--- src/verilog/syncFifo.sv ---
`timescale 1ns/10ps

module syncFifo #(
	parameter int WIDTH = 32,
	parameter int DEPTH = 16
) (
	input logic CLK,
	input logic RESET,
	input logic push,
	input logic [WIDTH-1:0] pushData,
	input logic pop,
	output logic [WIDTH-1:0] popData,
	output logic empty,
	output logic [$clog2(DEPTH):0] used
);

	localparam int AW = $clog2(DEPTH);

	logic [WIDTH-1:0] mem [DEPTH];
	logic [AW-1:0] wrPtr;
	logic [AW-1:0] rdPtr;

	// head word visible before the pop
	assign popData = mem[rdPtr];
	assign empty = (used == '0);

	always_ff @(posedge CLK) begin
		if (push) begin
			mem[wrPtr] <= pushData;
		end
	end

	always_ff @(posedge CLK or negedge RESET) begin
		if (!RESET) begin
			wrPtr <= '0;
			rdPtr <= '0;
			used <= '0;
		end else begin
			if (push) begin
				wrPtr <= wrPtr + 1'b1;
			end
			if (pop) begin
				rdPtr <= rdPtr + 1'b1;
			end
			case ({push, pop})
				2'b10: used <= used + 1'b1;
				2'b01: used <= used - 1'b1;
				default: used <= used;
			endcase
		end
	end

endmodule

--- config.mk ---
export PLATFORM = sky130hd
export DESIGN_NAME = syncFifo
export DESIGN_NICKNAME = d
export VERILOG_FILES = /design/src/verilog/syncFifo.sv
export SDC_FILE = /design/constraint.sdc
export NUM_CORES = 1
export LEC_CHECK = 0
export BUFFER_PORTS_ARGS = -buffer_cell sky130_fd_sc_hd__buf_2
export CELL_PAD_IN_SITES_DETAIL_PLACEMENT = 1
export CELL_PAD_IN_SITES_GLOBAL_PLACEMENT = 1
export CORE_UTILIZATION = 40
export DETAILED_ROUTE_END_ITERATION = 10
export GPL_TIMING_DRIVEN = 0
export PLACE_DENSITY_LB_ADDON = 0.1
export SLEW_MARGIN = 20
export SYNTH_ARGS = -nofsm -noshare
export SYNTH_HDL_FRONTEND = slang
export SYNTH_SLANG_ARGS = --single-unit
--- constraint.sdc ---
create_clock -name CLK -period 2.9 [get_ports CLK]
set_clock_uncertainty 0.05 [all_clocks]
set_input_delay 0.87 -clock CLK [delete_from_list [all_inputs] [get_ports CLK]]
set_output_delay 0.87 -clock CLK [all_outputs]
set_load 0.01 [all_outputs]
# --- Yosys cells after proc, flatten, opt, wreduce, memory -nomap -nowiden ---
# Memories as Yosys holds them, arrays and structs flattened.
# Index checks and enable logic that the tools add are counted.
op_classes:
  n_addsub: 4
  eq_ne: 2
  mux: 3
  reduce_logical: 2
op_table:
  columns: ["operator", "count"]
  rows:
  - ["$pmux 5 s2", 1]
  - ["$add 4x1->4 const B", 2]
  - ["$add 5x1->5 const B", 1]
  - ["$logic_not 5->1", 1]
  - ["$sub 5x1->5 const B", 1]
  - ["$eq 2x1->1 const B", 1]
  - ["$eq 2x2->1 const B", 1]
  - ["$mux 1", 2]
  - ["$reduce_bool 2->1", 1]
totals:
  register_bits: 13
  ram_bits: 512
  inputBits: 36
  word_cells: 15
  memories: 1
memory_table:
  columns: ["memory", "depth", "width", "rd", "rd_ports_with_merged_regs", "wr", "line_no", "source"]
  rows:
  - ["mem", 16, 32, 1, 0, 1, "19", "logic [WIDTH-1:0] mem [DEPTH];"]

# --- Logic depth before layout (Yosys ltp) ---
logic_depth:
  ltp_word: 2
  depth_mapped: 10
  ltp_nobuf: 8

# --- Worst setup path after synthesis ---
# Ideal clock, no wire load.
synth_path:
  path_type: "input -> register"
  startpoint: "input port push"
  endpoint: "register used[4]"
  arrival_ps: 2693
  required_ps: 2721
  setup_slack_ps: 28
  path_stages: 10
  cell_sequence: "clkbuf_1 -> inv_1 -> ha_1 -> clkbuf_1 -> xor2_1 -> ha_1 -> o21a_1 -> a221oi_1 -> o22ai_1 -> xor2_1"
synth_via:
  elab_chain_cells: 2
  elab_cells_between_ends: 4
  cone_classes: "eq/ne: 2; mux: 1; reduce/logical: 1"
synth_rtl:
  columns: ["element", "line_no", "source"]
  rows:
  - ["start, declared", "9", "input logic push,"]
  - ["$eq 2x1->1 or $eq 2x2->1 (tied branches)", "45", "case ({push, pop})"]
  - ["$pmux 5 s2 or $reduce_bool 2->1 (tied branches)", null, null]
  - ["end signal, assigned", "46", "2'b10: used <= used + 1'b1;"]
  - ["end signal, assigned", "47", "2'b01: used <= used - 1'b1;"]
  - ["end signal, assigned", "48", "default: used <= used;"]
  - ["end, declared", "14", "output logic [$clog2(DEPTH):0] used"]
# Several ways; a longest one is shown, not always the timed one.
# A chain may end at the register's enable or synchronous reset.

# --- Final worst setup path ---
layout_path:
  startpoint: "register rdPtr[0]"
  endpoint: "output port popData[7]"
layout_via:
  elab_chain_cells: 1
layout_rtl:
  columns: ["element", "line_no", "source"]
  rows:
  - ["start, declared", "21", "logic [AW-1:0] rdPtr;"]
  - ["start signal, assigned", "43", "rdPtr <= rdPtr + 1'b1;"]
  - ["$mem_v2 16x32", null, null]
  - ["end, declared", "12", "output logic [WIDTH-1:0] popData,"]
# No other way between the ends.

==> results.txt <==
most frequent cells in the layout -> 512 x edfxtp_1, 128 x mux4_2, 75 x buf_2
share of layout cells above drive strength 1 -> 0.3616
setup violators final -> 32
first-pass GRT wire length -> 68.51 mm
reg-to-reg startpoint -> wrPtr[2]$_DFFE_PN0P_
failing checks -> negative setup slack
final hold slack -> 125.4 ps
Hold Crit Class -> in -> async
initial antenna violation count -> 1
Cell Area, Placed -> 21240 um2
CP max FO -> 10
most common cell after layout, fill and taps aside -> edfxtp_1
Total GRT Usage -> 0.1896
CTS Root Cell -> clkbuf_16
synthesized area -> 20010 um2
Slew Viols, Final -> 0
r2r endpoint -> mem[11][21]$_DFFE_PP_
Vias per Instance -> 5.411
Clk Latency, worst-skew pair -> 590 ps
Avg Cell Area, Syn -> 22.76 um2
Required @ worst endpoint -> 1980 ps
Max Clk Rate -> 292.6 MHz
Initial Util -> 0.4071
1st-pass router iterations -> 4
count of cell types in the netlist -> 34
worst ir drop on vdd -> 0.4531 mV
Rel. slew slack -> 0.5415
number of global-route vias before repair -> 10180
Die Ht -> 225.7 um
CORE AREA -> 49150 um2
RePlAce Congestion -> 0.6717
Rows -> 81
Via Count -> 9263
Pleak -> 7.565 nW
CTS buffer count -> 55
Post-route DRC -> 0
Top Ports -> 74
Antenna diodes -> 0
Die X -> 225.7 um
hpwl dp -> 24.78 mm
actual slew at the worst max-slew pin -> 687.7 ps
clk slew on worst S/H paths -> 60 ps
reg-to-reg slack, setup -> 930 ps
final hold vios -> 0
design area -> 23480 um2
crit path kind -> reg -> out
Worst Slack Setup Final -> -517.5 ps
pwr dens -> 1016 nW/um2
synthesized flop and latch total -> 525
pre-CTS setup slack -> -520.1 ps
largest net degree at the start of global routing -> 33
CTS sink count -> 525
nets -> 1057
Syn-to-layout area delta -> 17.37%
die area -> 50920 um2
H-Tree Depth -> 2
register area share after synthesis -> 0.7847
RSZ-0062 raised after global routing -> yes
antenna-violating nets left -> 0
Routed WL -> 46.34 mm
clk buf depth -> 3
IO Port Bufs -> 72
Net Count, Synth -> 924
Placed Cells incl. Taps -> 1615
CP startpoint kind -> register
DR WL/cell -> 27.06 um
Initial DRC Count -> 691
MaxCap Viol Count -> 0
path depth of the worst reg2reg path -> 2
post-route minimum period -> 3417 ps
final period utilization -> 1.178
TritonCTS clock tree -> built
global route overflow -> 0
outcome -> complete, but fails checks
Yosys warning total -> 0
Mapped Cells -> 879
final cell count without fillers -> 1712
CP endpoint kind -> output port
crit path DAT -> 2500 ps
repair_timing:
item,4_1_cts,5_1_grt
setup buffers,2,1
pin swaps,3,3
gates cloned,3,0
endpoints found under the hold margin,0,0
hold buffers,0,0
resized for setup,108,32
setup endpoints to repair,32,33
where the power goes:
| group | leakage, nW | total [mW] | internal, mW | switching [mW] |
|---|---|---|---|---|
| clock | 0.813 | 6.77 | 3.90 | 2.87 |
| combinational | 1.98 | 7.68 | 3.52 | 4.16 |
| sequential | 4.78 | 9.41 | 9.15 | 0.264 |
| total | 7.57 | 23.9 | 16.6 | 7.29 |
critical path, cell delays in order (launching register included):
cell and delay (ps):
dfrtp_2 460, buf_12 140, buf_16 160, buf_12 170, mux4_2 510, a22oi_2 210, nand2_1 100, buf_2 150
how the worst max path moves through the flow:
stage / from / to / slack [ps]
floorplan: push / used[4]$_DFFE_PN0P_ / 30
global placement: push / mem[11][18]$_DFFE_PP_ / -1080
detailed placement: rdPtr[1]$_DFFE_PN0P_ / popData[30] / -520
CTS: rdPtr[0]$_DFFE_PN0P_ / popData[7] / -570
global route: rdPtr[0]$_DFFE_PN0P_ / popData[25] / -610
finish: rdPtr[0]$_DFFE_PN0P_ / popData[7] / -520
synth_stat cells:
library cell,number,area share
or4_1,1,0.00038
inv_1,3,0.00056
nor3b_1,2,0.00075
buf_2,4,0.0010
or2_2,1,0.00031
and2_1,19,0.0059
a311oi_1,1,0.00044
nor2b_1,4,0.0013
nor2_1,8,0.0015
mux4_2,128,0.14
nand4_1,2,0.00063
o21ai_0,3,0.00075
nand2_1,36,0.0068
buf_6,5,0.0028
nor3_1,1,0.00025
a22oi_1,64,0.024
a31oi_1,1,0.00031
buf_4,6,0.0023
mux2_2,2,0.0011
o221a_2,1,0.00056
buf_1,3,0.00056
a221oi_1,1,0.00044
and3b_1,1,0.00044
ha_1,9,0.0056
a21oi_1,2,0.00050
xor2_1,6,0.0026
clkbuf_1,30,0.0056
and3_1,1,0.00031
o22ai_1,1,0.00031
nand2b_1,2,0.00063
dfrtp_1,13,0.016
edfxtp_1,512,0.77
xnor2_1,5,0.0022
o21a_1,1,0.00038
metrics by stage:
step,power (mW),utilization,TNS [ps]
final,23.87,0.4777,-14450
after global routing,24.91,0.4777,-17990
after CTS,24.05,0.4753,-17050
after detailed placement,16.48,0.4321,-13050
after global placement,16.43,0.4313,-475260
after floorplan,13.88,-,0
per-layer routing:
metal | wire (um) | track usage | vias to the layer above | part of all wire
met5 | 13 | 0 | - | 0.00028
met4 | 716 | 0.03928 | 2 | 0.015
met3 | 1667 | 0.03344 | 62 | 0.036
met2 | 22980 | 0.3139 | 150 | 0.50
met1 | 20960 | 0.2641 | 5047 | 0.45
li1 | - | - | 4002 | -
kinds of logic (layout without fill, tap and decap cells):
| kind of cell | Yosys count | count (layout) | synth area share |
|---|---|---|---|
| xor gates and xnor gates | 11 | 11 | 0.004815 |
| muxes | 130 | 130 | 0.1452 |
| DFF | 525 | 525 | 0.7847 |
| and+or+nand+nor | 78 | 78 | 0.01914 |
| buffers and inverters | 51 | 220 | 0.01282 |
| AOI/OAI and AO/OA | 75 | 75 | 0.02770 |
| adders and majority gates | 9 | 9 | 0.005628 |
state kept, by name (all words and copies together), names as in the netlist:
register,flops
mem,512
used,5
rdPtr,4
wrPtr,4
layout make-up:
class | instances | area [um2]
fillers | 4360 | 25670
flip-flops and latches | 525 | 15700
inverters | 3 | 11.26
plain buffers | 46 | 474.2
clock inverters | 23 | 242.7
clock buffers | 70 | 1433
repair buffers | 78 | 490.5
well taps | 664 | 830.8
multi-input cells | 303 | 4299
(Power assumes the default switching activity.)
