==> config.mk <==
export PLATFORM = sky130hd
export DESIGN_NAME = memPort
export DESIGN_NICKNAME = d
export VERILOG_FILES = /design/src/verilog/fftPkg.sv /design/src/verilog/memPort.sv
export VERILOG_INCLUDE_DIRS = /design/src /design/src/include
export SDC_FILE = /design/constraint.sdc
export NUM_CORES = 1
export LEC_CHECK = 0
export BUFFER_PORTS_ARGS = -buffer_cell sky130_fd_sc_hd__buf_2
export CAP_MARGIN = 20
export CORE_MARGIN = 2
export CORE_UTILIZATION = 25
export DETAILED_ROUTE_END_ITERATION = 10
export PLACE_DENSITY = 0.51
export SYNTH_ARGS = -nofsm -noshare
export SYNTH_HDL_FRONTEND = slang
export SYNTH_SLANG_ARGS = --single-unit
==> constraint.sdc <==
create_clock -name CLK -period 11.65 [get_ports CLK]
set_input_delay 0.5825 -clock CLK [delete_from_list [all_inputs] [get_ports CLK]]
set_output_delay 0.5825 -clock CLK [all_outputs]
set_load 0.01 [all_outputs]
==> src/include/fft_params.svh <==
`ifndef FFT_PARAMS_SVH
`define FFT_PARAMS_SVH

// one real or imaginary component
`define SAMPLE_W 16

// twiddle factors are Q1.14
`define TW_FRAC 14

// memory word offset
`define OFFSET_W 24

// internal FIFOs, depth is a power of two and FIFO_AW its log2
`define FIFO_DEPTH 16
`define FIFO_AW 4

// largest length code, N = 4096 points
`define MAX_PAR 12

// sample index within one transform
`define INDEX_W 12

`endif
==> src/verilog/fftPkg.sv <==
`include "fft_params.svh"

package fftPkg;

	// one signed real or imaginary part
	typedef logic signed [`SAMPLE_W-1:0] sampleT;
	// imaginary part in the upper half, real part in the lower half
	typedef logic [2*`SAMPLE_W-1:0] complexT;
	typedef logic [`OFFSET_W-1:0] offsetT;
	typedef logic [`INDEX_W-1:0] indexT;
	// length code, N = 2^par
	typedef logic [3:0] parT;
	typedef logic [1:0] memTagT;

	// kind of memory word, carried as the request tag
	localparam memTagT TWIDDLE = 2'd0;
	localparam memTagT XOPER = 2'd1;
	localparam memTagT YOPER = 2'd2;
	localparam memTagT WRITE = 2'd3;

	typedef struct packed {
		offsetT dataBase;
		offsetT twiddleBase;
		parT par;
	} fftCmdT;

	typedef struct packed {
		logic write;
		offsetT addr;
		complexT data;
		memTagT tag;
	} memReqT;

	typedef struct packed {
		complexT data;
		memTagT tag;
	} memRspT;

	// indices of one butterfly, waiting for its results
	typedef struct packed {
		indexT even;
		indexT odd;
	} pairAddrT;

	typedef struct packed {
		complexT sum;
		complexT diff;
	} resultT;

	typedef enum logic [2:0] {IDLE, SETUP, READTW, READY, READX, ADVANCE, DRAIN} seqStateT;
	typedef enum logic [1:0] {WAIT, WREVEN, WRODD} wrStateT;

endpackage

==> src/verilog/memPort.sv <==
`timescale 1ns/10ps

module memPort (
	input logic CLK,
	input logic RESET,
	input fftPkg::offsetT dataBase,
	input logic rdAct,
	input fftPkg::offsetT rdOffset,
	input fftPkg::memTagT rdTag,
	output logic rdNext,
	output logic pairPop,
	input fftPkg::pairAddrT pairAddr,
	input logic pairEmpty,
	output logic resPop,
	input fftPkg::resultT result,
	input logic resEmpty,
	output logic writesIdle,
	output logic memAct,
	input logic memNext,
	output fftPkg::memReqT memReq,
	input logic memDrdy,
	input fftPkg::memRspT memRsp,
	output logic twPush,
	output logic yPush,
	output logic xPush,
	output fftPkg::complexT rspData
);

	import fftPkg::*;

	wrStateT wrState;
	pairAddrT wrPair;
	resultT wrResult;
	memReqT nextReq;
	logic regFree;
	logic wrStart;
	logic loadEven;
	logic loadOdd;
	logic loadRead;

	always_comb begin
		regFree = !memAct || memNext;
		wrStart = (wrState == WAIT) && !pairEmpty && !resEmpty;
		loadEven = (wrState == WREVEN) && regFree;
		loadOdd = (wrState == WRODD) && regFree;
		// a pending write pair wins over reads
		rdNext = (wrState == WAIT) && !wrStart && regFree;
		loadRead = rdAct && rdNext;
		nextReq = '{write: 1'b0, addr: rdOffset, data: '0, tag: rdTag};
		if (loadEven) begin
			nextReq = '{write: 1'b1, addr: dataBase + offsetT'(wrPair.even),
				data: wrResult.sum, tag: WRITE};
		end else if (loadOdd) begin
			nextReq = '{write: 1'b1, addr: dataBase + offsetT'(wrPair.odd),
				data: wrResult.diff, tag: WRITE};
		end
	end

	assign pairPop = wrStart;
	assign resPop = wrStart;
	assign writesIdle = (wrState == WAIT) && !(memAct && memReq.write);

	// responses sorted into the operand FIFOs
	assign twPush = memDrdy && (memRsp.tag == TWIDDLE);
	assign yPush = memDrdy && (memRsp.tag == YOPER);
	assign xPush = memDrdy && (memRsp.tag == XOPER);
	assign rspData = memRsp.data;

	always_ff @(posedge CLK or negedge RESET) begin
		if (!RESET) begin
			wrState <= WAIT;
			memAct <= 1'b0;
		end else begin
			memAct <= (memAct && !memNext) || loadEven || loadOdd || loadRead;
			case (wrState)
				WAIT: if (wrStart) wrState <= WREVEN;
				WREVEN: if (regFree) wrState <= WRODD;
				WRODD: if (regFree) wrState <= WAIT;
				default: wrState <= WAIT;
			endcase
		end
	end

	always_ff @(posedge CLK) begin
		if (wrStart) begin
			wrPair <= pairAddr;
			wrResult <= result;
		end
		// held while memory stalls
		if (loadEven || loadOdd || loadRead) begin
			memReq <= nextReq;
		end
	end

endmodule

# --- Word-level counts from Yosys, hierarchy flattened ---
# Index checks and enable logic that the tools add are counted.
word_totals:
  register_bits: 150
  out_inout_bits: 99
op_classes:
  addsub: 2
  n_reduce_logical: 29
  eq_ne: 7
  muxes: 6
op_table:
  columns: ["op", "n"]
  rows:
  - ["$mux W59", 1]
  - ["$mux W58", 1]
  - ["$add A24 B12 Y24", 2]
  - ["$logic_and A1 B1 Y1", 13]
  - ["$logic_not A1 Y1", 6]
  - ["$logic_or A1 B1 Y1", 6]
  - ["$mux W2", 3]
  - ["$ne A2 B2 Y1 const B", 3]
  - ["$pmux W2 S3", 1]
  - ["$eq A2 B1 Y1 const B", 2]
  - ["$eq A2 B2 Y1 const B", 2]
  - ["$logic_not A2 Y1", 2]
  - ["$reduce_and A3 Y1", 1]
  - ["$reduce_or A2 Y1", 1]

# --- Longest topological paths before layout ---
logic_depth:
  depth_word: 8
  mapped_depth: 10
  mapped_depth_nobuf: 10

# --- Least setup slack after synthesis ---
# No wires, ideal clock.
synth_timing:
  path_kind: "flip-flop to output port"
  from: "reg wrState[0]"
  to: "out resPop"
  path_slack_ps: 3201
  t_required_ps: 11068
  t_arrival_ps: 7867
  stages_incl_launch_ff: 5
  cell_sequence: "dfrtp_1 > clkbuf_1 > or2_2 > nor3_1 > buf_4"
synth_between:
  elab_chain_cells: 3
synth_rtl:
  columns: ["element", "line", "text"]
  rows:
  - ["start: declaration", "memPort.sv:31", "wrStateT wrState;"]
  - ["start signal: assignment", "memPort.sv:71", "wrState <= WAIT;"]
  - ["start signal: assignment", "memPort.sv:76", "WAIT: if (wrStart) wrState <= WREVEN;"]
  - ["start signal: assignment", "memPort.sv:77", "WREVEN: if (regFree) wrState <= WRODD;"]
  - ["$logic_not A2 Y1", "memPort.sv:43", "wrStart = (wrState == WAIT) && !pairEmpty && !resEmpty;"]
  - ["$logic_and A1 B1 Y1 (2 in series)", "memPort.sv:43", null]
  - ["end: declaration", "memPort.sv:14", "output logic resPop,"]
# Every way passes these cells.

# --- Worst setup path after layout ---
# Ends and elaborated chain as after synthesis.

==> flow_metrics.tcl <==
set metrics [dict create \
    skew_ns 0.0114 \
    r2r_end "wrResult[6]$_DFFE_PP_" \
    cts_tree "built" \
    endpoint "resPop" \
    overflow 0 \
    finalHoldViolations 0 \
    route.met2.wl_um 10000 \
    post_drt_wl_per_cell_um 18.1 \
    synth.distinct_cells 57 \
    fin_ws_ns 7.60 \
    cts_made_buffers 17 \
    grt_pass1_wl_um 30500 \
    cap_violations 0 \
    m1WireLength_um 8880 \
    clk_pin_slew_worst_paths_ns 0.07 \
    grt_util_all_layers_pct 13.5 \
    synth_fp_nets 764 \
    die_width_um 175 \
    rows 62 \
    cp_max_fo 68 \
    numClockSinks 150 \
    rsz0062_at_grt "false" \
    power.density_mw_per_mm2 192 \
    hold_path.class "input pin to flop" \
    root_buffer "clkbuf_16" \
    portBuffers 213 \
    final_cell_mix "buf_2, edfxtp_1, nor2_1, a22o_1, o21ai_0" \
    h-tree-depth 4 \
    max-vdd-ir-drop_v 0.0000735 \
    clock.fmax_mhz 247 \
    routed_wirelength_um 20700 \
    ys.flop_type "edfxtp_1" \
    mostFrequentLayoutCell "buf_2" \
    max-clock-path-buffers 2 \
    hold_slack_ns 0.323 \
    setup_viol 0 \
    critPathLaunchType "flop" \
    antenna_found_initial 6 \
    period_share_pct 34.7 \
    nets 948 \
    timing.rr.start "wrState[0]$_DFFE_PN0P_" \
    reg2reg_depth 4 \
    clk-insertion-delay-late_ns 0.43 \
    syn-cell-area_sq_mm 0.00728 \
    place_ws_ns 7.91 \
    drt_iter0_markers 243 \
    grt_max_degree 69 \
    vias_per_cell 4.52 \
    syn_inst 559 \
    core_sq_mm 0.0287 \
    status "completed" \
    slew_headroom_pct 40.1 \
    period_needed_ns 4.05 \
    die_area_sq_mm 0.0305 \
    dp_hpwl_um 15400 \
    syn_avg_cell_area_sq_um 13.0 \
    power.total_mw 1.75 \
    critPathLaunch "wrState[0]$_DFFE_PN0P_" \
    synth.ff_latch_count 150 \
    fp.dieH_um 175 \
    async_flop_share_pct 2.00 \
    worst_pin_slew_ns 0.893 \
    remaining_drc_errors 0 \
    synth_edf_count 147 \
    gp_congestion 0.797 \
    critPathCaptureType "output port" \
    ff2ff_setup_slack_ns 8.46 \
    cp.required_ns 11.07 \
    vias 5166 \
    dr_wl_met3_um 1250 \
    io_pins 278 \
    final_max_slew_viol_count 0 \
    grt_pass1_vias 5192 \
    crit_type "flop to output port" \
    dr.pass1.iters 4 \
    highest_layer "met5" \
    leakagePower_nw 3.55 \
    start_util_pct 25.4 \
    detail-route-antenna-nets 0 \
    final_layout_size_suffix_gt1_share_pct 34.8 \
    setup-tns-final_ns 0 \
    synthToLayoutAreaGrowth_pct 25.1 \
    ys_warn_count 0 \
    ys_seq_area_share_pct 61.7 \
    arrival_ns 3.46 \
]
worst min path at each step:
| stage | depth (start not counted) | slack [ns] | endpoint | startpoint |
|---|---|---|---|---|
| final | 1 | 0.32 | wrPair[7]$_DFFE_PP_ | pairAddr[7] |
| after detailed placement | 1 | 0.39 | memAct$_DFF_PN0_ | RESET |
| after global placement | 1 | 0.39 | memAct$_DFF_PN0_ | RESET |
| after CTS | 1 | 0.30 | wrPair[7]$_DFFE_PP_ | pairAddr[7] |
| after global routing | 1 | 0.30 | wrResult[37]$_DFFE_PP_ | result[37] |
| after floorplan | 0 | 0.29 | memAct$_DFF_PN0_ | RESET |
worst max-delay path: stages (launching register included):
cell,delay (ns)
dfrtp_1,0.54
or2_2,0.41
nor3_2,0.68
buf_4,0.38
buf_4,0.72
buf_2,0.27
synthesized netlist by cell type (10+ instances only):
| cell type | n | share of area [%] |
|---|---|---|
| a21oi_1 | 27 | 1.9 |
| xor2_1 | 18 | 2.2 |
| nor2_1 | 35 | 1.8 |
| xnor2_1 | 10 | 1.2 |
| clkbuf_1 | 14 | 0.72 |
| o21ai_0 | 31 | 2.1 |
| nand3_1 | 15 | 1.0 |
| ha_1 | 24 | 4.1 |
| a22o_1 | 32 | 3.9 |
| buf_4 | 33 | 3.4 |
| inv_1 | 10 | 0.52 |
| nand2_1 | 25 | 1.3 |
| edfxtp_1 | 147 | 61 |
flip-flops by register name (all words and copies together) (netlist names):
register,cells
wrState,2
wrPair,24
memAct,1
memReq,59
wrResult,64
power breakdown:
| part | internal [mW] | total [mW] | leakage [nW] | switching [mW] |
|---|---|---|---|---|
| Combinational | 0.166 | 0.457 | 1.88 | 0.291 |
| Sequential | 0.745 | 0.781 | 1.42 | 0.0354 |
| Clock | 0.274 | 0.513 | 0.252 | 0.239 |
metal layers:
metal | vias to the layer above | global-route usage, %
li1 | 2500 | -
met1 | 2472 | 16.8
met2 | 147 | 22.3
met3 | 43 | 3.74
met4 | 4 | 5.45
met5 | - | 0
kinds of logic after synthesis:
| family | after synthesis | synth area share (%) |
|---|---|---|
| AOI/OAI and AO/OA | 156 | 15.3 |
| xor gates and xnor gates | 28 | 3.37 |
| buffers and inverters | 65 | 5.19 |
| and+or+nand+nor | 124 | 8.37 |
| muxes | 10 | 1.44 |
| adders and majority gates | 26 | 4.68 |
| DFF | 150 | 61.7 |
metrics by stage:
step | cells | util, % | area (sq um)
after floorplan | 559 | - | 7280
after global placement | 1107 | 29.8 | 8550
after detailed placement | 1107 | 29.8 | 8550
after CTS | 1140 | 31.7 | 9090
after global routing | 1142 | 31.7 | 9100
final | 1144 | 31.7 | 9100
area by class of cell:
| class | count | area, sq um |
|---|---|---|
| diodes | 4 | 10.0 |
| clock buffers | 18 | 429 |
| clock inverters | 14 | 103 |
| fillers | 2974 | 19600 |
| inverters | 10 | 37.5 |
| multi-input cells | 344 | 2430 |
| flip-flops and latches | 150 | 4490 |
| well taps | 384 | 480 |
| repair buffers | 220 | 1120 |
timing repair:
action | CTS | global route
hold endpoints to repair | 3 | 0
hold buffers | 1 | 0
buffers inserted | 0 | 0
setup endpoints to repair | 0 | 0
gates resized for setup | 0 | 0
No activity file was read; power rests on OpenSTA's default activity.
