**config.mk**
```make
export PLATFORM = sky130hd
export DESIGN_NAME = fftSequencer
export DESIGN_NICKNAME = d
export VERILOG_FILES = /design/src/verilog/fftPkg.sv /design/src/verilog/fftSequencer.sv
export VERILOG_INCLUDE_DIRS = /design/src /design/src/include
export SDC_FILE = /design/constraint.sdc
export NUM_CORES = 1
export LEC_CHECK = 0
export BUFFER_PORTS_ARGS = -buffer_cell sky130_fd_sc_hd__buf_2
export CAP_MARGIN = 20
export CORE_MARGIN = 5
export CORE_UTILIZATION = 60
export CTS_CLUSTER_DIAMETER = 50
export CTS_CLUSTER_SIZE = 40
export DETAILED_ROUTE_END_ITERATION = 8
export PLACE_DENSITY = 0.82
export SLEW_MARGIN = 15
export SYNTH_ARGS = -nofsm -noshare
export SYNTH_HDL_FRONTEND = slang
export SYNTH_SLANG_ARGS = --single-unit
```
**constraint.sdc**
```tcl
create_clock -name CLK -period 7 [get_ports CLK]
set_input_delay 0 -clock CLK [delete_from_list [all_inputs] [get_ports CLK]]
set_output_delay 0 -clock CLK [all_outputs]
set_load 0.005 [all_outputs]
```
**src/include/fft_params.svh**
```systemverilog
`ifndef FFT_PARAMS_SVH
`define FFT_PARAMS_SVH

// one real or imaginary component
`define SAMPLE_W 16

// twiddle factors are Q1.14
`define TW_FRAC 14

// memory word offset
`define OFFSET_W 24

// internal FIFOs, depth is a power of two and FIFO_AW its log2
`define FIFO_DEPTH 16
`define FIFO_AW 4

// largest length code, N = 4096 points
`define MAX_PAR 12

// sample index within one transform
`define INDEX_W 12

`endif
```
**src/verilog/fftPkg.sv**
```systemverilog
`include "fft_params.svh"

package fftPkg;

	// one signed real or imaginary part
	typedef logic signed [`SAMPLE_W-1:0] sampleT;
	// imaginary part in the upper half, real part in the lower half
	typedef logic [2*`SAMPLE_W-1:0] complexT;
	typedef logic [`OFFSET_W-1:0] offsetT;
	typedef logic [`INDEX_W-1:0] indexT;
	// length code, N = 2^par
	typedef logic [3:0] parT;
	typedef logic [1:0] memTagT;

	// kind of memory word, carried as the request tag
	localparam memTagT TWIDDLE = 2'd0;
	localparam memTagT XOPER = 2'd1;
	localparam memTagT YOPER = 2'd2;
	localparam memTagT WRITE = 2'd3;

	typedef struct packed {
		offsetT dataBase;
		offsetT twiddleBase;
		parT par;
	} fftCmdT;

	typedef struct packed {
		logic write;
		offsetT addr;
		complexT data;
		memTagT tag;
	} memReqT;

	typedef struct packed {
		complexT data;
		memTagT tag;
	} memRspT;

	// indices of one butterfly, waiting for its results
	typedef struct packed {
		indexT even;
		indexT odd;
	} pairAddrT;

	typedef struct packed {
		complexT sum;
		complexT diff;
	} resultT;

	typedef enum logic [2:0] {IDLE, SETUP, READTW, READY, READX, ADVANCE, DRAIN} seqStateT;
	typedef enum logic [1:0] {WAIT, WREVEN, WRODD} wrStateT;

endpackage

```
**src/verilog/fftSequencer.sv**
```systemverilog
`timescale 1ns/10ps
`include "fft_params.svh"

module fftSequencer (
	input logic CLK,
	input logic RESET,
	input logic start,
	input fftPkg::fftCmdT cmd,
	output logic rdAct,
	input logic rdNext,
	output fftPkg::offsetT rdOffset,
	output fftPkg::memTagT rdTag,
	output logic pairPush,
	output fftPkg::pairAddrT pairAddr,
	input logic [`FIFO_AW:0] pairUsed,
	input logic writesIdle,
	output logic done
);

	import fftPkg::*;

	seqStateT state;
	parT stage;
	indexT group;
	indexT inGroup;
	indexT twIdx;
	// twiddle stride, equal to the group count of the stage
	indexT twStep;
	indexT half;
	indexT evenIdx;
	indexT oddIdx;
	logic lastInGroup;
	logic lastGroup;
	logic lastStage;
	logic pairFull;

	always_comb begin
		half = indexT'(1) << stage;
		evenIdx = (group << (stage + 4'd1)) | inGroup;
		oddIdx = evenIdx | half;
		lastInGroup = (inGroup == half - 1'b1);
		lastGroup = (group == twStep - 1'b1);
		lastStage = (stage == cmd.par - 4'd1);
		pairFull = (pairUsed >= (`FIFO_DEPTH - 2));
	end

	// twiddle first, then Y, then X
	always_comb begin
		rdAct = 1'b0;
		rdTag = TWIDDLE;
		rdOffset = cmd.twiddleBase + offsetT'(twIdx);
		case (state)
			READTW: rdAct = 1'b1;
			READY: begin
				rdAct = 1'b1;
				rdTag = YOPER;
				rdOffset = cmd.dataBase + offsetT'(oddIdx);
			end
			READX: begin
				rdAct = 1'b1;
				rdTag = XOPER;
				rdOffset = cmd.dataBase + offsetT'(evenIdx);
			end
			default: rdAct = 1'b0;
		endcase
	end

	assign pairPush = (state == READTW) && rdNext;
	assign pairAddr = '{even: evenIdx, odd: oddIdx};

	always_ff @(posedge CLK or negedge RESET) begin
		if (!RESET) begin
			state <= IDLE;
			stage <= '0;
			group <= '0;
			inGroup <= '0;
			twIdx <= '0;
			twStep <= '0;
			done <= 1'b0;
		end else begin
			done <= 1'b0;
			case (state)
				IDLE: if (start) state <= SETUP;
				SETUP: begin
					stage <= '0;
					group <= '0;
					inGroup <= '0;
					twIdx <= '0;
					twStep <= indexT'(1) << (cmd.par - 4'd1);
					if (cmd.par == '0) begin
						done <= 1'b1;
						state <= IDLE;
					end else begin
						state <= READTW;
					end
				end
				READTW: if (rdNext) state <= READY;
				READY: if (rdNext) state <= READX;
				READX: if (rdNext) state <= ADVANCE;
				ADVANCE: begin
					if (lastInGroup && lastGroup) begin
						state <= DRAIN;
					end else if (!pairFull) begin
						state <= READTW;
						if (lastInGroup) begin
							group <= group + 1'b1;
							inGroup <= '0;
							twIdx <= '0;
						end else begin
							inGroup <= inGroup + 1'b1;
							twIdx <= twIdx + twStep;
						end
					end
				end
				// stage barrier, every write of the stage has left
				DRAIN: begin
					if (pairUsed == '0 && writesIdle) begin
						group <= '0;
						inGroup <= '0;
						twIdx <= '0;
						if (lastStage) begin
							done <= 1'b1;
							state <= IDLE;
						end else begin
							stage <= stage + 1'b1;
							twStep <= twStep >> 1;
							state <= READTW;
						end
					end
				end
				default: state <= IDLE;
			endcase
		end
	end

endmodule

```
# Word-level counts from Yosys, hierarchy flattened
# Cells that the tools add are included.
[op_classes]
reduce_logical = 13
add_sub_neg = 10
n_mux = 36
n_div = 0
n_shift = 3
n_mul = 0
n_eq_ne = 19
magnitude_cmp = 1
bitwise_logic = 2
[ops]
columns = ["op", "n"]
rows = [
  ["12-bit two-way mux", 12],
  ["12-bit one-hot mux with 3 select lines", 3],
  ["24-bit by 12-bit adder with 24-bit output", 3],
  ["24-bit one-hot mux with 2 select lines", 1],
  ["12-bit by 1-bit adder with 12-bit output (second input constant)", 2],
  ["12-bit == test", 2],
  ["12-bit OR", 2],
  ["12-bit one-hot mux with 2 select lines", 1],
  ["1-bit by 4-bit << shifter with 12-bit output (first input constant)", 2],
  ["12-bit by 1-bit subtractor with 12-bit output (second input constant)", 2],
  ["3-bit two-way mux", 7],
  ["3-bit one-hot mux with 7 select lines", 1],
  ["2-bit inequality test (second input constant)", 9],
  ["12-bit adder", 1],
  ["12-bit by 4-bit << shifter with 12-bit output", 1],
  ["3-bit == test (second input constant)", 3],
  ["4-bit two-way mux", 2],
  ["4-bit one-hot mux with 2 select lines", 1],
  ["3-bit by 2-bit == test with 1-bit output (second input constant)", 2],
  ["6-bit AND reduction", 1],
  ["5-bit by 4-bit greater-or-equal comparator with 1-bit output (second input constant)", 1],
  ["5-bit zero test", 1],
  ["5-bit AND reduction", 1],
  ["4-bit by 1-bit adder with 4-bit output (second input constant)", 1],
  ["16 further kinds", 22],
]
[word_totals]
latch_bits = 0
input_bits = 62
ramBits = 0
regBits = 56
output_inout_bits = 53
memories = 0
mem_bits_ro = 0
wordCells = 91

# Depth between registers and ports, before layout
[depth]
ltp_word = 7
mapped_depth = 21
depth_no_buf = 17

# Worst setup path after synthesis
# OpenSTA, ideal clock, no wires.
[synth_timing]
path_type = "flip-flop to output port"
startpoint = "register stage[0]"
endpoint = "output rdOffset[15]"
path_stages_with_launch = 20
n_path_buf = 4
setup_slack_ps = 2609
t_arrival_ps = 4391
t_required_ps = 7000
cell_sequence = "dfrtp_1 clkbuf_1 inv_1 ha_1 clkbuf_1 clkbuf_1 mux4_2 a22o_1 a21oi_1 o21ai_0 ha_1 or3_1 nor3_1 o21a_1 o41ai_1 and2_1 clkbuf_1 o2111ai_1 xor2_1 mux2i_1"
[synth_via]
elab_chain_cells = 6
word_cells_on_any_way = 8
cone_classes = "3 x add/sub; 2 x shift; 1 x mux; 2 x bitwise"
[synth_rtl]
columns = ["element", "line_no", "text"]
rows = [
  ["from (decl)", "fftSequencer.sv:23", "parT stage;"],
  ["from (signal assigned)", "fftSequencer.sv:125", "stage <= stage + 1'b1;"],
  ["4-bit by 1-bit adder with 4-bit output", "fftSequencer.sv:39", "evenIdx = (group << (stage + 4'd1)) | inGroup;"],
  ["12-bit by 4-bit << shifter with 12-bit output", "fftSequencer.sv:39", ""],
  ["12-bit OR", "fftSequencer.sv:39", ""],
  ["12-bit OR", "fftSequencer.sv:40", "oddIdx = evenIdx | half;"],
  ["24-bit by 12-bit adder with 24-bit output", "fftSequencer.sv:57", "rdOffset = cmd.dataBase + offsetT'(oddIdx);"],
  ["24-bit one-hot mux with 2 select lines *", "fftSequencer.sv:52", "case (state)"],
  ["to (decl)", "fftSequencer.sv:11", "output fftPkg::offsetT rdOffset,"],
]
# Mark *: on every way between the ends. The rest lies on a longest branch, timed or not.

# Worst setup path in the final report
[layout_timing]
startpoint = "register stage[0]"
endpoint = "output rdOffset[18]"
# Same word-level chain as after synthesis.

==> impl_metrics.toml <==
[setup_path]
worst-endpoint-arrival_ns = 5.50
critical_path_required_ns = 7.00
critical_path.max_fanout = 20
r2r_cells = 12
end_kind = "primary output"
worst_setup_path_start_kind = "flop"
register_to_register_setup_slack_ns = 2.16
timing.setup.critical_path_class = "flop to primary output"

[timing]
worst-slew-pin-transition_ns = 1.03
maxSlewViolCount = 0
min_period_over_period_pct = 78.5
finalSetupViolations = 0
final.setup.tns_ns = 0
min_period_ns = 5.50
grt_setup_unrepaired = "false"
fmax_mhz = 182
worst_slew_margin_rel_pct = 30.8
final.setup_skew_ns = 0.00929
hold_viol = 0

[route]
drt-met1-wl_mm = 8.46
drt_first_pass_iters = 5
routed_wire_length_per_instance_um = 17.5
vias = 7019
detail_route.iter0.violations = 845
remaining_drc_errors = 0
wirelength_mm = 19.2
met2_length_mm = 8.79
top_layer_used = "met4"
antenna_violating_nets_post_route = 0
viasPerCell = 6.38
dr_wl_met3_mm = 1.56

[global_route]
first_global_vias = 6397
grt_max_degree = 57
grt_pass1_wl_mm = 31.3
grt_remaining_overflow = 0
global_route.usage.total_pct = 26.3
initial_antenna_violation_count = 0

[logic_synthesis]
count_of_flip_flops_with_a_built_in_enable_after_synthesis = 0
synth_fp_nets = 1002
yosysWarningCount = 0
synth.avg_cell_area_um2 = 7.84
ys_types = 85
async_reset_ff_share_pct = 100
seq_total_area_yosys_pct = 20.1
yosys_register_bits = 56
yosys_most_used_dff = "dfrtp_1"
mappedNetlistArea_um2 = 6960
syn-instance-count = 887

[floorplan]
core_region_area_um2 = 11400
placementRows = 39
dieWidth_um = 118
ioPinCount = 115
fp.dieH_um = 118
initial_core_util_pct = 61.2
die_area_um2 = 13800

[clock_network]
cts.reportedPaths.clkPinSlew_ns = 0.08
htree_levels = 2
cts-root-buf = "clkbuf_16"
clock_tree_sinks = 56
worst_skew_pair.late_latency_ns = 0.31
cts_hold_repair.buffers = 2
cts_inserted_buffers = 5
tritoncts = "done"
cts_buffer_depth = 2
post_cts_buffers = 0
postCtsResizedCells = 0

[placement]
dpl.hpwl_mm = 14.6
numPlacedInstances = 1091
routabilityCongestion = 0.927
port-buffer-count = 114

[finish]
final_net_count = 1072
layout.core_utilization_pct = 67.3
area_growth_syn_to_layout_pct = 10.1
fin_cells = 1101
antenna_cells = 0
drive_above_1_share_pct = 16.1

[pwr]
power_density_nw_per_um2 = 211
power.static_leakage_nw = 3.62
ir_worst_vdd_mv = 0.124

[run]
max_cap_viol_count = 0

[min_path]
min-delay-path-class = "input pin to flop"
holdPathStages = 2

[outcome]
status = "completed"
stage by stage:
step	hold WS, ns	power (mW)	cell area, um2	setup slack (ns)
final	0.0131	1.62	7660	1.50
after global routing	0.0327	1.73	7660	1.02
after CTS	0.00935	1.61	7660	1.54
after detailed placement	0.187	1.31	7470	1.87
after global placement	0.184	1.29	7470	2.03
after floorplan	-0.296	1.09	6960	2.61
layer usage:
metal | vias up | GRT usage, %
met5 | - | 0
met4 | 0 | 7.81
met3 | 40 | 4.71
met2 | 329 | 41.7
met1 | 3265 | 36.6
li1 | 3385 | -
sequential cells by signal (all words and copies together), names as in the netlist:
signal   count
group       12
inGroup     12
twIdx       12
twStep      12
stage        4
state        3
done         1
path summary, 6_finish.rpt:
kind | startpoint | endpoint
max in group asynchronous | RESET | group[1]$_DFFE_PN0P_
max | stage[0]$_DFFE_PN0P_ | rdOffset[18]
max reg2reg | stage[0]$_DFFE_PN0P_ | group[8]$_DFFE_PN0P_
min in group asynchronous | RESET | twStep[8]$_DFFE_PN0P_
min reg2reg | twIdx[11]$_DFFE_PN0P_ | twIdx[11]$_DFFE_PN0P_
min | rdNext | state[2]$_DFFE_PN0P_
cell usage after synthesis, drive strengths merged, types with 4 or more instances:
cell type | instances | area [um2]
mux2i | 17 | 170
o41ai | 4 | 35.0
nor2b | 9 | 56.3
o21a | 10 | 75.1
and3 | 18 | 114
a22o | 10 | 87.6
a21o | 15 | 121
nand4 | 16 | 100
buf | 11 | 80.1
o21ai | 70 | 350
o211ai | 16 | 125
nor3b | 6 | 45.0
clkbuf | 45 | 184
and2 | 10 | 63.8
or4 | 5 | 41.3
xnor2 | 50 | 438
o31ai | 12 | 90.1
a31oi | 10 | 62.6
or3 | 12 | 75.1
o22ai | 4 | 25.0
or2 | 6 | 37.5
a211oi | 6 | 50.1
a22oi | 9 | 67.6
or4b | 7 | 70.1
nor4 | 4 | 40.0
nor3 | 26 | 135
a21oi | 48 | 240
o21bai | 10 | 75.1
mux2 | 4 | 45.0
xor2 | 32 | 280
dfrtp | 56 | 1400
nand2b | 15 | 93.8
ha | 50 | 626
a21boi | 4 | 30.0
nand2 | 83 | 312
nand3 | 30 | 150
nor2 | 57 | 214
mux4 | 8 | 180
inv | 39 | 146
cell type report:
cell class	count	area, um2
flip-flops and latches	56	1400
fillers	979	3710
repair buffers	119	613
multi-input cells	735	5140
clock inverters	3	46.3
inverters	40	150
well taps	143	179
clock buffers	5	125
kinds of logic after synthesis:
kind of cell,Yosys count,synth area share (%)
AO/OA/AOI/OAI,254,24.2
adder cells (fa/ha/maj),53,9.85
buffers and inverters,96,5.95
AND/OR/NAND/NOR,317,23.9
multiplexers,29,5.68
XOR/XNOR,82,10.3
flip-flops,56,20.1
critical path: stages (launching register included):
cell and delay [ns]:
dfrtp_1 0.83, inv_1 0.19, ha_1 0.75, mux4_2 0.60, mux2_2 0.28, a21oi_1 0.23, o21ai_0 0.13, ha_1 0.33
o21ai_0 0.09, nand2b_1 0.11, nand3_1 0.12, and2_1 0.19, o31ai_1 0.70, nand4_1 0.19, xor2_1 0.18, mux2i_1 0.12
buf_2 0.13
placed cells by master, fill, tap and decap left out, types with 6 or more instances in the layout:
master,count
a21o_1,13
a21oi_1,48
a22o_1,10
a22oi_1,9
a31oi_1,10
and2_1,9
and3_1,17
buf_2,114
dfrtp_1,56
ha_1,50
inv_1,39
mux2i_1,17
mux4_2,8
nand2_1,83
nand2b_1,15
nand3_1,30
nand4_1,16
nor2_1,57
nor2b_1,9
nor3_1,25
nor3b_1,6
o211ai_1,15
o21a_1,10
o21ai_0,65
o21bai_1,10
o31ai_1,12
or3_1,12
or4b_1,6
xnor2_1,50
xor2_1,32
power by group:
group | total [mW] | internal (mW) | switching [mW]
logic | 0.871 | 0.354 | 0.517
registers | 0.453 | 0.359 | 0.0942
clock network | 0.291 | 0.170 | 0.121
Power figures use the tool's default switching activity.
